### src/source/uart_pkg.sv
package uart_pkg;

    // character format
    // 8 data bits, no parity, one stop bit
    localparam int DATA_W     = 8;

    // ticks per bit period
    localparam int OVERSAMPLE = 16;

    // clocks per oversampling tick
    // kept small so one bit lasts 64 clocks in simulation
    localparam int BAUD_DIV   = 4;
    localparam int BAUD_CNT_W = 2;

    // byte fifo geometry
    // occupancy count is one bit wider than the pointers
    localparam int FIFO_DEPTH = 16;
    localparam int FIFO_PTR_W = 4;

    // counters inside the serial engines
    localparam int TICK_CNT_W = 4;
    localparam int BIT_CNT_W  = 3;

endpackage
### src/source/uart_controller.sv
`timescale 1ns/10ps

module uart_controller
    import uart_pkg::*;
(
    input  logic              clk,
    input  logic              rst_n,

    // serial line
    input  logic              serial_in,
    output logic              serial_out,

    // host transmit stream
    input  logic              tx_valid,
    output logic              tx_ready,
    input  logic [DATA_W-1:0] tx_data,

    // host receive stream
    output logic              rx_valid,
    input  logic              rx_ready,
    output logic [DATA_W-1:0] rx_data,

    // status pulses
    output logic              rx_overrun,
    output logic              rx_frame_error
);

    // oversampling tick
    logic [BAUD_CNT_W-1:0] baud_cnt;
    logic                  baud_tick;

    // tx fifo to serializer
    logic                  txf_valid;
    logic                  txf_ready;
    logic [DATA_W-1:0]     txf_data;

    // receiver to rx fifo
    logic                  rx_push;
    logic [DATA_W-1:0]     rx_byte;
    logic                  rxf_wr_ready;

    ////////////////////
    // baud divider
    ////////////////////

    // free running
    // one tick every BAUD_DIV clocks
    always_ff @(posedge clk) begin
        if (!rst_n) begin
            baud_cnt  <= '0;
            baud_tick <= 1'b0;
        end else if (baud_cnt == BAUD_CNT_W'(BAUD_DIV - 1)) begin
            baud_cnt  <= '0;
            baud_tick <= 1'b1;
        end else begin
            baud_cnt  <= baud_cnt + 1'b1;
            baud_tick <= 1'b0;
        end
    end

    ////////////////////
    // transmit path
    ////////////////////

    // host writes straight into the fifo
    uart_fifo u_tx_fifo (
        .clk      (clk),
        .rst_n    (rst_n),
        .wr_valid (tx_valid),
        .wr_ready (tx_ready),
        .wr_data  (tx_data),
        .rd_valid (txf_valid),
        .rd_ready (txf_ready),
        .rd_data  (txf_data)
    );

    // pops only when idle
    uart_tx u_tx (
        .clk        (clk),
        .rst_n      (rst_n),
        .baud_tick  (baud_tick),
        .byte_valid (txf_valid),
        .byte_ready (txf_ready),
        .byte_data  (txf_data),
        .serial_out (serial_out)
    );

    ////////////////////
    // receive path
    ////////////////////

    uart_rx u_rx (
        .clk         (clk),
        .rst_n       (rst_n),
        .baud_tick   (baud_tick),
        .serial_in   (serial_in),
        .rx_push     (rx_push),
        .rx_byte     (rx_byte),
        .frame_error (rx_frame_error)
    );

    // receiver cannot stall
    // a push into a full fifo is dropped
    uart_fifo u_rx_fifo (
        .clk      (clk),
        .rst_n    (rst_n),
        .wr_valid (rx_push),
        .wr_ready (rxf_wr_ready),
        .wr_data  (rx_byte),
        .rd_valid (rx_valid),
        .rd_ready (rx_ready),
        .rd_data  (rx_data)
    );

    // flag the dropped byte in the same cycle as the push
    assign rx_overrun = rx_push & ~rxf_wr_ready;

endmodule

### src/source/uart_tx.sv
`timescale 1ns/10ps

module uart_tx
    import uart_pkg::*;
(
    input  logic              clk,
    input  logic              rst_n,
    input  logic              baud_tick,
    // byte stream in
    input  logic              byte_valid,
    output logic              byte_ready,
    input  logic [DATA_W-1:0] byte_data,
    output logic              serial_out
);

    typedef enum logic [2:0] {
        TX_IDLE,
        TX_SYNC,
        TX_START,
        TX_DATA,
        TX_STOP
    } tx_state_t;

    tx_state_t             state;
    logic [TICK_CNT_W-1:0] tick_cnt;
    logic [BIT_CNT_W-1:0]  bit_cnt;
    logic [DATA_W-1:0]     shift_q;
    logic                  bit_done;

    // only take a byte when nothing is in flight
    assign byte_ready = (state == TX_IDLE);

    // last tick of the current bit
    assign bit_done = baud_tick && (tick_cnt == TICK_CNT_W'(OVERSAMPLE - 1));

    always_ff @(posedge clk) begin
        if (!rst_n) begin
            state      <= TX_IDLE;
            tick_cnt   <= '0;
            bit_cnt    <= '0;
            serial_out <= 1'b1;
        end else begin
            if (baud_tick) begin
                tick_cnt <= tick_cnt + 1'b1;
            end
            case (state)
                TX_IDLE: begin
                    if (byte_valid) begin
                        state <= TX_SYNC;
                    end
                end
                TX_SYNC: begin
                    // align start bit to a tick
                    if (baud_tick) begin
                        serial_out <= 1'b0;
                        tick_cnt   <= '0;
                        state      <= TX_START;
                    end
                end
                TX_START: begin
                    if (bit_done) begin
                        serial_out <= shift_q[0];
                        bit_cnt    <= '0;
                        state      <= TX_DATA;
                    end
                end
                TX_DATA: begin
                    if (bit_done) begin
                        bit_cnt <= bit_cnt + 1'b1;
                        if (bit_cnt == BIT_CNT_W'(DATA_W - 1)) begin
                            serial_out <= 1'b1;
                            state      <= TX_STOP;
                        end else begin
                            serial_out <= shift_q[0];
                        end
                    end
                end
                TX_STOP: begin
                    // ready again after last stop tick
                    if (bit_done) begin
                        state <= TX_IDLE;
                    end
                end
                default: state <= TX_IDLE;
            endcase
        end
    end

    // load on accept
    // shift right as each bit goes out
    always_ff @(posedge clk) begin
        if (byte_valid && byte_ready) begin
            shift_q <= byte_data;
        end else if (bit_done && ((state == TX_START) || (state == TX_DATA))) begin
            shift_q <= {1'b0, shift_q[DATA_W-1:1]};
        end
    end

endmodule

### src/source/uart_rx.sv
`timescale 1ns/10ps

module uart_rx
    import uart_pkg::*;
(
    input  logic              clk,
    input  logic              rst_n,
    input  logic              baud_tick,
    input  logic              serial_in,
    // push-only byte stream
    output logic              rx_push,
    output logic [DATA_W-1:0] rx_byte,
    output logic              frame_error
);

    typedef enum logic [1:0] {
        RX_IDLE,
        RX_START,
        RX_DATA,
        RX_STOP
    } rx_state_t;

    rx_state_t             state;
    logic [TICK_CNT_W-1:0] tick_cnt;
    logic [BIT_CNT_W-1:0]  bit_cnt;
    logic [DATA_W-1:0]     shift_q;

    // synchronizer and edge detect
    logic rx_meta;
    logic rx_sync;
    logic rx_prev;
    logic start_edge;

    // tick strobes
    logic half_bit;
    logic mid_bit;

    ////////////////////
    // line input
    ////////////////////

    // idle line is high so the flops come out of reset high
    always_ff @(posedge clk) begin
        if (!rst_n) begin
            rx_meta <= 1'b1;
            rx_sync <= 1'b1;
            rx_prev <= 1'b1;
        end else begin
            rx_meta <= serial_in;
            rx_sync <= rx_meta;
            rx_prev <= rx_sync;
        end
    end

    // a start needs a real high to low transition
    // so a held-low line after a bad stop bit does not retrigger
    assign start_edge = rx_prev & ~rx_sync;

    // middle of start bit after 8 ticks
    assign half_bit = baud_tick && (tick_cnt == TICK_CNT_W'(OVERSAMPLE/2 - 1));
    // middle of a data or stop bit after 16 more
    assign mid_bit  = baud_tick && (tick_cnt == TICK_CNT_W'(OVERSAMPLE - 1));

    ////////////////////
    // frame fsm
    ////////////////////

    always_ff @(posedge clk) begin
        if (!rst_n) begin
            state       <= RX_IDLE;
            tick_cnt    <= '0;
            bit_cnt     <= '0;
            rx_push     <= 1'b0;
            frame_error <= 1'b0;
        end else begin
            // pulses last one cycle
            rx_push     <= 1'b0;
            frame_error <= 1'b0;
            if (baud_tick) begin
                tick_cnt <= tick_cnt + 1'b1;
            end
            case (state)
                RX_IDLE: begin
                    if (start_edge) begin
                        tick_cnt <= '0;
                        state    <= RX_START;
                    end
                end
                RX_START: begin
                    // glitch check at mid start bit
                    if (half_bit) begin
                        tick_cnt <= '0;
                        bit_cnt  <= '0;
                        state    <= rx_sync ? RX_IDLE : RX_DATA;
                    end
                end
                RX_DATA: begin
                    if (mid_bit) begin
                        bit_cnt <= bit_cnt + 1'b1;
                        if (bit_cnt == BIT_CNT_W'(DATA_W - 1)) begin
                            state <= RX_STOP;
                        end
                    end
                end
                RX_STOP: begin
                    // stop bit decides push or error
                    if (mid_bit) begin
                        rx_push     <= rx_sync;
                        frame_error <= ~rx_sync;
                        state       <= RX_IDLE;
                    end
                end
                default: state <= RX_IDLE;
            endcase
        end
    end

    // lsb arrives first so shift in from the top
    always_ff @(posedge clk) begin
        if ((state == RX_DATA) && mid_bit) begin
            shift_q <= {rx_sync, shift_q[DATA_W-1:1]};
        end
    end

    // held stable until the next frame's data bits
    assign rx_byte = shift_q;

endmodule

### src/source/uart_fifo.sv
`timescale 1ns/10ps

module uart_fifo
    import uart_pkg::*;
(
    input  logic              clk,
    input  logic              rst_n,
    // write side
    input  logic              wr_valid,
    output logic              wr_ready,
    input  logic [DATA_W-1:0] wr_data,
    // read side
    output logic              rd_valid,
    input  logic              rd_ready,
    output logic [DATA_W-1:0] rd_data
);

    // storage and pointers
    logic [DATA_W-1:0]     mem [FIFO_DEPTH];
    logic [FIFO_PTR_W-1:0] wr_ptr;
    logic [FIFO_PTR_W-1:0] rd_ptr;
    logic [FIFO_PTR_W:0]   count;

    // transfer strobes
    logic do_wr;
    logic do_rd;

    // full when every entry is held
    assign wr_ready = (count != (FIFO_PTR_W+1)'(FIFO_DEPTH));
    // any entry held
    assign rd_valid = (count != '0);

    assign do_wr = wr_valid & wr_ready;
    assign do_rd = rd_valid & rd_ready;

    // oldest entry always on the read port
    assign rd_data = mem[rd_ptr];

    // pointers wrap on their own since depth is a power of two
    always_ff @(posedge clk) begin
        if (!rst_n) begin
            wr_ptr <= '0;
            rd_ptr <= '0;
            count  <= '0;
        end else begin
            if (do_wr) begin
                wr_ptr <= wr_ptr + 1'b1;
            end
            if (do_rd) begin
                rd_ptr <= rd_ptr + 1'b1;
            end
            // count only moves when one side transfers alone
            case ({do_wr, do_rd})
                2'b10:   count <= count + 1'b1;
                2'b01:   count <= count - 1'b1;
                default: count <= count;
            endcase
        end
    end

    // data array
    always_ff @(posedge clk) begin
        if (do_wr) begin
            mem[wr_ptr] <= wr_data;
        end
    end

endmodule

### config.mk
export PLATFORM = sky130hd
export DESIGN_NAME = uart_controller
export DESIGN_NICKNAME = d
export VERILOG_FILES = /design/src/source/uart_pkg.sv /design/src/source/uart_controller.sv /design/src/source/uart_tx.sv /design/src/source/uart_rx.sv /design/src/source/uart_fifo.sv
export SDC_FILE = /design/constraint.sdc
export NUM_CORES = 1
export LEC_CHECK = 0
export BUFFER_PORTS_ARGS = -buffer_cell sky130_fd_sc_hd__buf_2
export CAP_MARGIN = 10
export CORE_UTILIZATION = 47
export DETAILED_ROUTE_END_ITERATION = 12
export PLACE_DENSITY_LB_ADDON = 0.12
export REMOVE_ABC_BUFFERS = 1
export SLEW_MARGIN = 25
export SYNTH_ARGS = -nofsm -noshare
export SYNTH_HDL_FRONTEND = slang
export SYNTH_SLANG_ARGS = --single-unit
### constraint.sdc
create_clock -name clk -period 3.23 [get_ports clk]
set_clock_uncertainty 0.2 [all_clocks]
set_input_delay 0.1615 -clock clk [delete_from_list [all_inputs] [get_ports clk]]
set_output_delay 0.1615 -clock clk [all_outputs]
set_load 0.01 [all_outputs]
==> metrics.yaml <==
critPathLaunch: "u_tx_fifo.count[0]"
grt_pass1_vias: 7211
grt_pass1_wl_mm: 40.4
hold_viol_final: 0
fin_nets: 906
area.growth.synth_to_final_pct: 14.8
grt_max_degree: 34
clockBufferDepth: 3
synthTopCellsByArea: "edfxtp_1, mux4_2, dfxtp_1"
drc: 0
die-area_mm2: 0.0294
grt_usage_pct: 18.6
finalCriticalPeriod_ns: 3.02
std_cell_rows: 61
drtPass1Iterations: 5
io_pins: 26
relSlewSlack_pct: 47.5
r2r_cells: 11
yosysMostFrequentCell: "edfxtp_1"
place_congestion: 0.766
cp_max_fo: 10
power_leakage_nw: 5.17
cts-root-buf: "clkbuf_16"
crit_end: "u_tx_fifo.count[4]"
multi_input_area_mm2: 0.00387
syn_inst: 786
antenna_cells: 0
wl_per_cell_um: 20.5
wl_mm: 26.0
synth_area_per_cell_um2: 17.2
initial_utilization_pct: 48.2
drv_cap: 0
ys_types: 56
setup_viol: 0
synth_area_mm2: 0.0135
die_width_um: 172
regArea_mm2: 0.00941
synth_top_area_share_pct: 60.4
cts_htree_levels: 2
die_y_um: 172
rr_endpoint: "u_tx_fifo.count[4]"
num-fill-cells: 2207
hpwl_mm: 17.0
rsz0062_at_grt: "no"
synth_edf_count: 272
clk_latency_ns: 0.51
cp-end-kind: "register"
grt_overflow_total: 0
pre_cts_ws_ns: 0.130
power_density_mw_per_mm2: 654
yosysTopAreaCell: "edfxtp_1"
cts_setup_buffers: 0
synthTopCellsByCount: "edfxtp_1, mux4_2, dfxtp_1"
tightest_slew_ns: 0.785
final-max-slew-violation-count: 0
hold_depth: 4
hp-start: "tx_valid"
finalNonFillerCells: 1268
cts.sinks: 334
setup_tns_ns: 0
synthFlopType: "edfxtp_1"
clkTransAtPathRegs_ns: 0.06
portBuffers: 25
post-route-period-util_pct: 93.4
ant_nets: 0
r2r_slack_ns: 0.21
cp.arrival_ns: 3.25
drt_iter0_drc: 455
cp-start-kind: "register"
r2r_start: "u_tx_fifo.count[0]"
num_vias: 6958
max_freq_mhz: 332
yosysSeqAreaShare_pct: 69.6
ys_ff_latch: 334
vdd_drop_max_mv: 0.567
worst-setup-path-type: "register to register"
cts_buffers: 36
final_util_pct: 55.4
hold_path.class: "input port to register"
cts_tree: "done"
drt-vias-per-instance: 5.49
ys_warn_count: 0
fp.coreArea_mm2: 0.0280
crit_required_ns: 3.47
hold_ws_ns: 0.0232
setup_ws_ns: 0.214
async_flop_share_pct: 0
drive_gt1_share_pct: 22.7
placed_cells: 1195
run_status: "complete, no violations"
antenna_found_initial: 0
metal layers:
metal	vias up	track usage, %	wire, µm
met5	-	0	0
met4	0	5.98	603
met3	44	2.67	680
met2	93	33.7	13700
met1	3596	22.6	11000
li1	3225	-	-
kinds of logic (layout without fill, tap and decap cells):
kind of cell / Yosys count / after routing / share of synthesized area [%]
and+or+nand+nor: 180 / 180 / 7.04
adders and majority gates: 28 / 28 / 2.59
muxes: 92 / 92 / 13.5
DFF: 334 / 334 / 69.6
xor gates and xnor gates: 24 / 24 / 1.56
AOI/OAI and AO/OA: 72 / 72 / 3.82
buffers and inverters: 56 / 160 / 1.82
stage by stage:
stage	instance area (µm²)	total power, W
finish	15500	0.0101
global placement	14300	0.00637
CTS	15500	0.0103
global route	15500	0.0105
floorplan	13300	0.00601
detailed placement	14300	0.00645
sequential cells by signal, indices dropped and copies added (netlist names), 5 cells and up, named ones only:
register         cells
u_rx_fifo.mem      128
u_tx_fifo.mem      128
u_rx.rx_byte         8
u_tx.shift_q         8
u_rx_fifo.count      5
u_tx_fifo.count      5
critical path: stages (launching register included):
cell	delay, ns
dfxtp_1	0.37
nor4_4	0.49
a21boi_2	0.21
inv_1	0.12
ha_2	0.30
xor2_1	0.20
ha_1	0.23
nor2_1	0.07
nor3b_1	0.19
o21ai_0	0.13
a31oi_1	0.24
mux2i_1	0.19
layout by cell type (no fill, tap or decap), types with 24 or more instances in the layout:
master,netlist,layout
nand2_1,36,36
and2_1,24,24
edfxtp_1,272,272
dfxtp_1,62,60
nor2_1,48,48
buf_4,5,43
clkbuf_16,0,38
ha_1,28,27
mux4_2,72,72
buf_2,8,25
how the worst min path moves through the flow:
| stage | endpoint | slack (ns) |
|---|---|---|
| 4_1_cts | u_tx_fifo.wr_ptr[1] | 0.007 |
| 6_report | u_tx_fifo.wr_ptr[1] | 0.02 |
| 2_1_floorplan | u_rx.rx_prev | 0.03 |
| 3_3_place_gp | u_rx.rx_sync | 0.19 |
| 5_1_grt | u_tx_fifo.wr_ptr[1] | 0.04 |
| 3_5_place_dp | u_rx.rx_sync | 0.20 |
power breakdown:
part	switching [W]	internal (W)	leakage [nW]
sequential	0.000184	0.00485	2.96
combinational	0.000674	0.000660	1.68
clock	0.00156	0.00222	0.532
final cells by class:
type,instances,area share [%]
well taps,378,3.05
clock inverters,17,0.694
repair buffers,81,3.92
inverters,16,0.387
clock buffers,46,6.32
flip-flops and latches,334,60.7
multi-input cells,396,25.0
what timing repair did:
item | in CTS | in global routing
hold buffers | 10 | 0
endpoints found under the hold margin | 147 | 0
resized for setup | 0 | 1
endpoints found under the setup margin | 0 | 1
(Power assumes the default switching activity.)
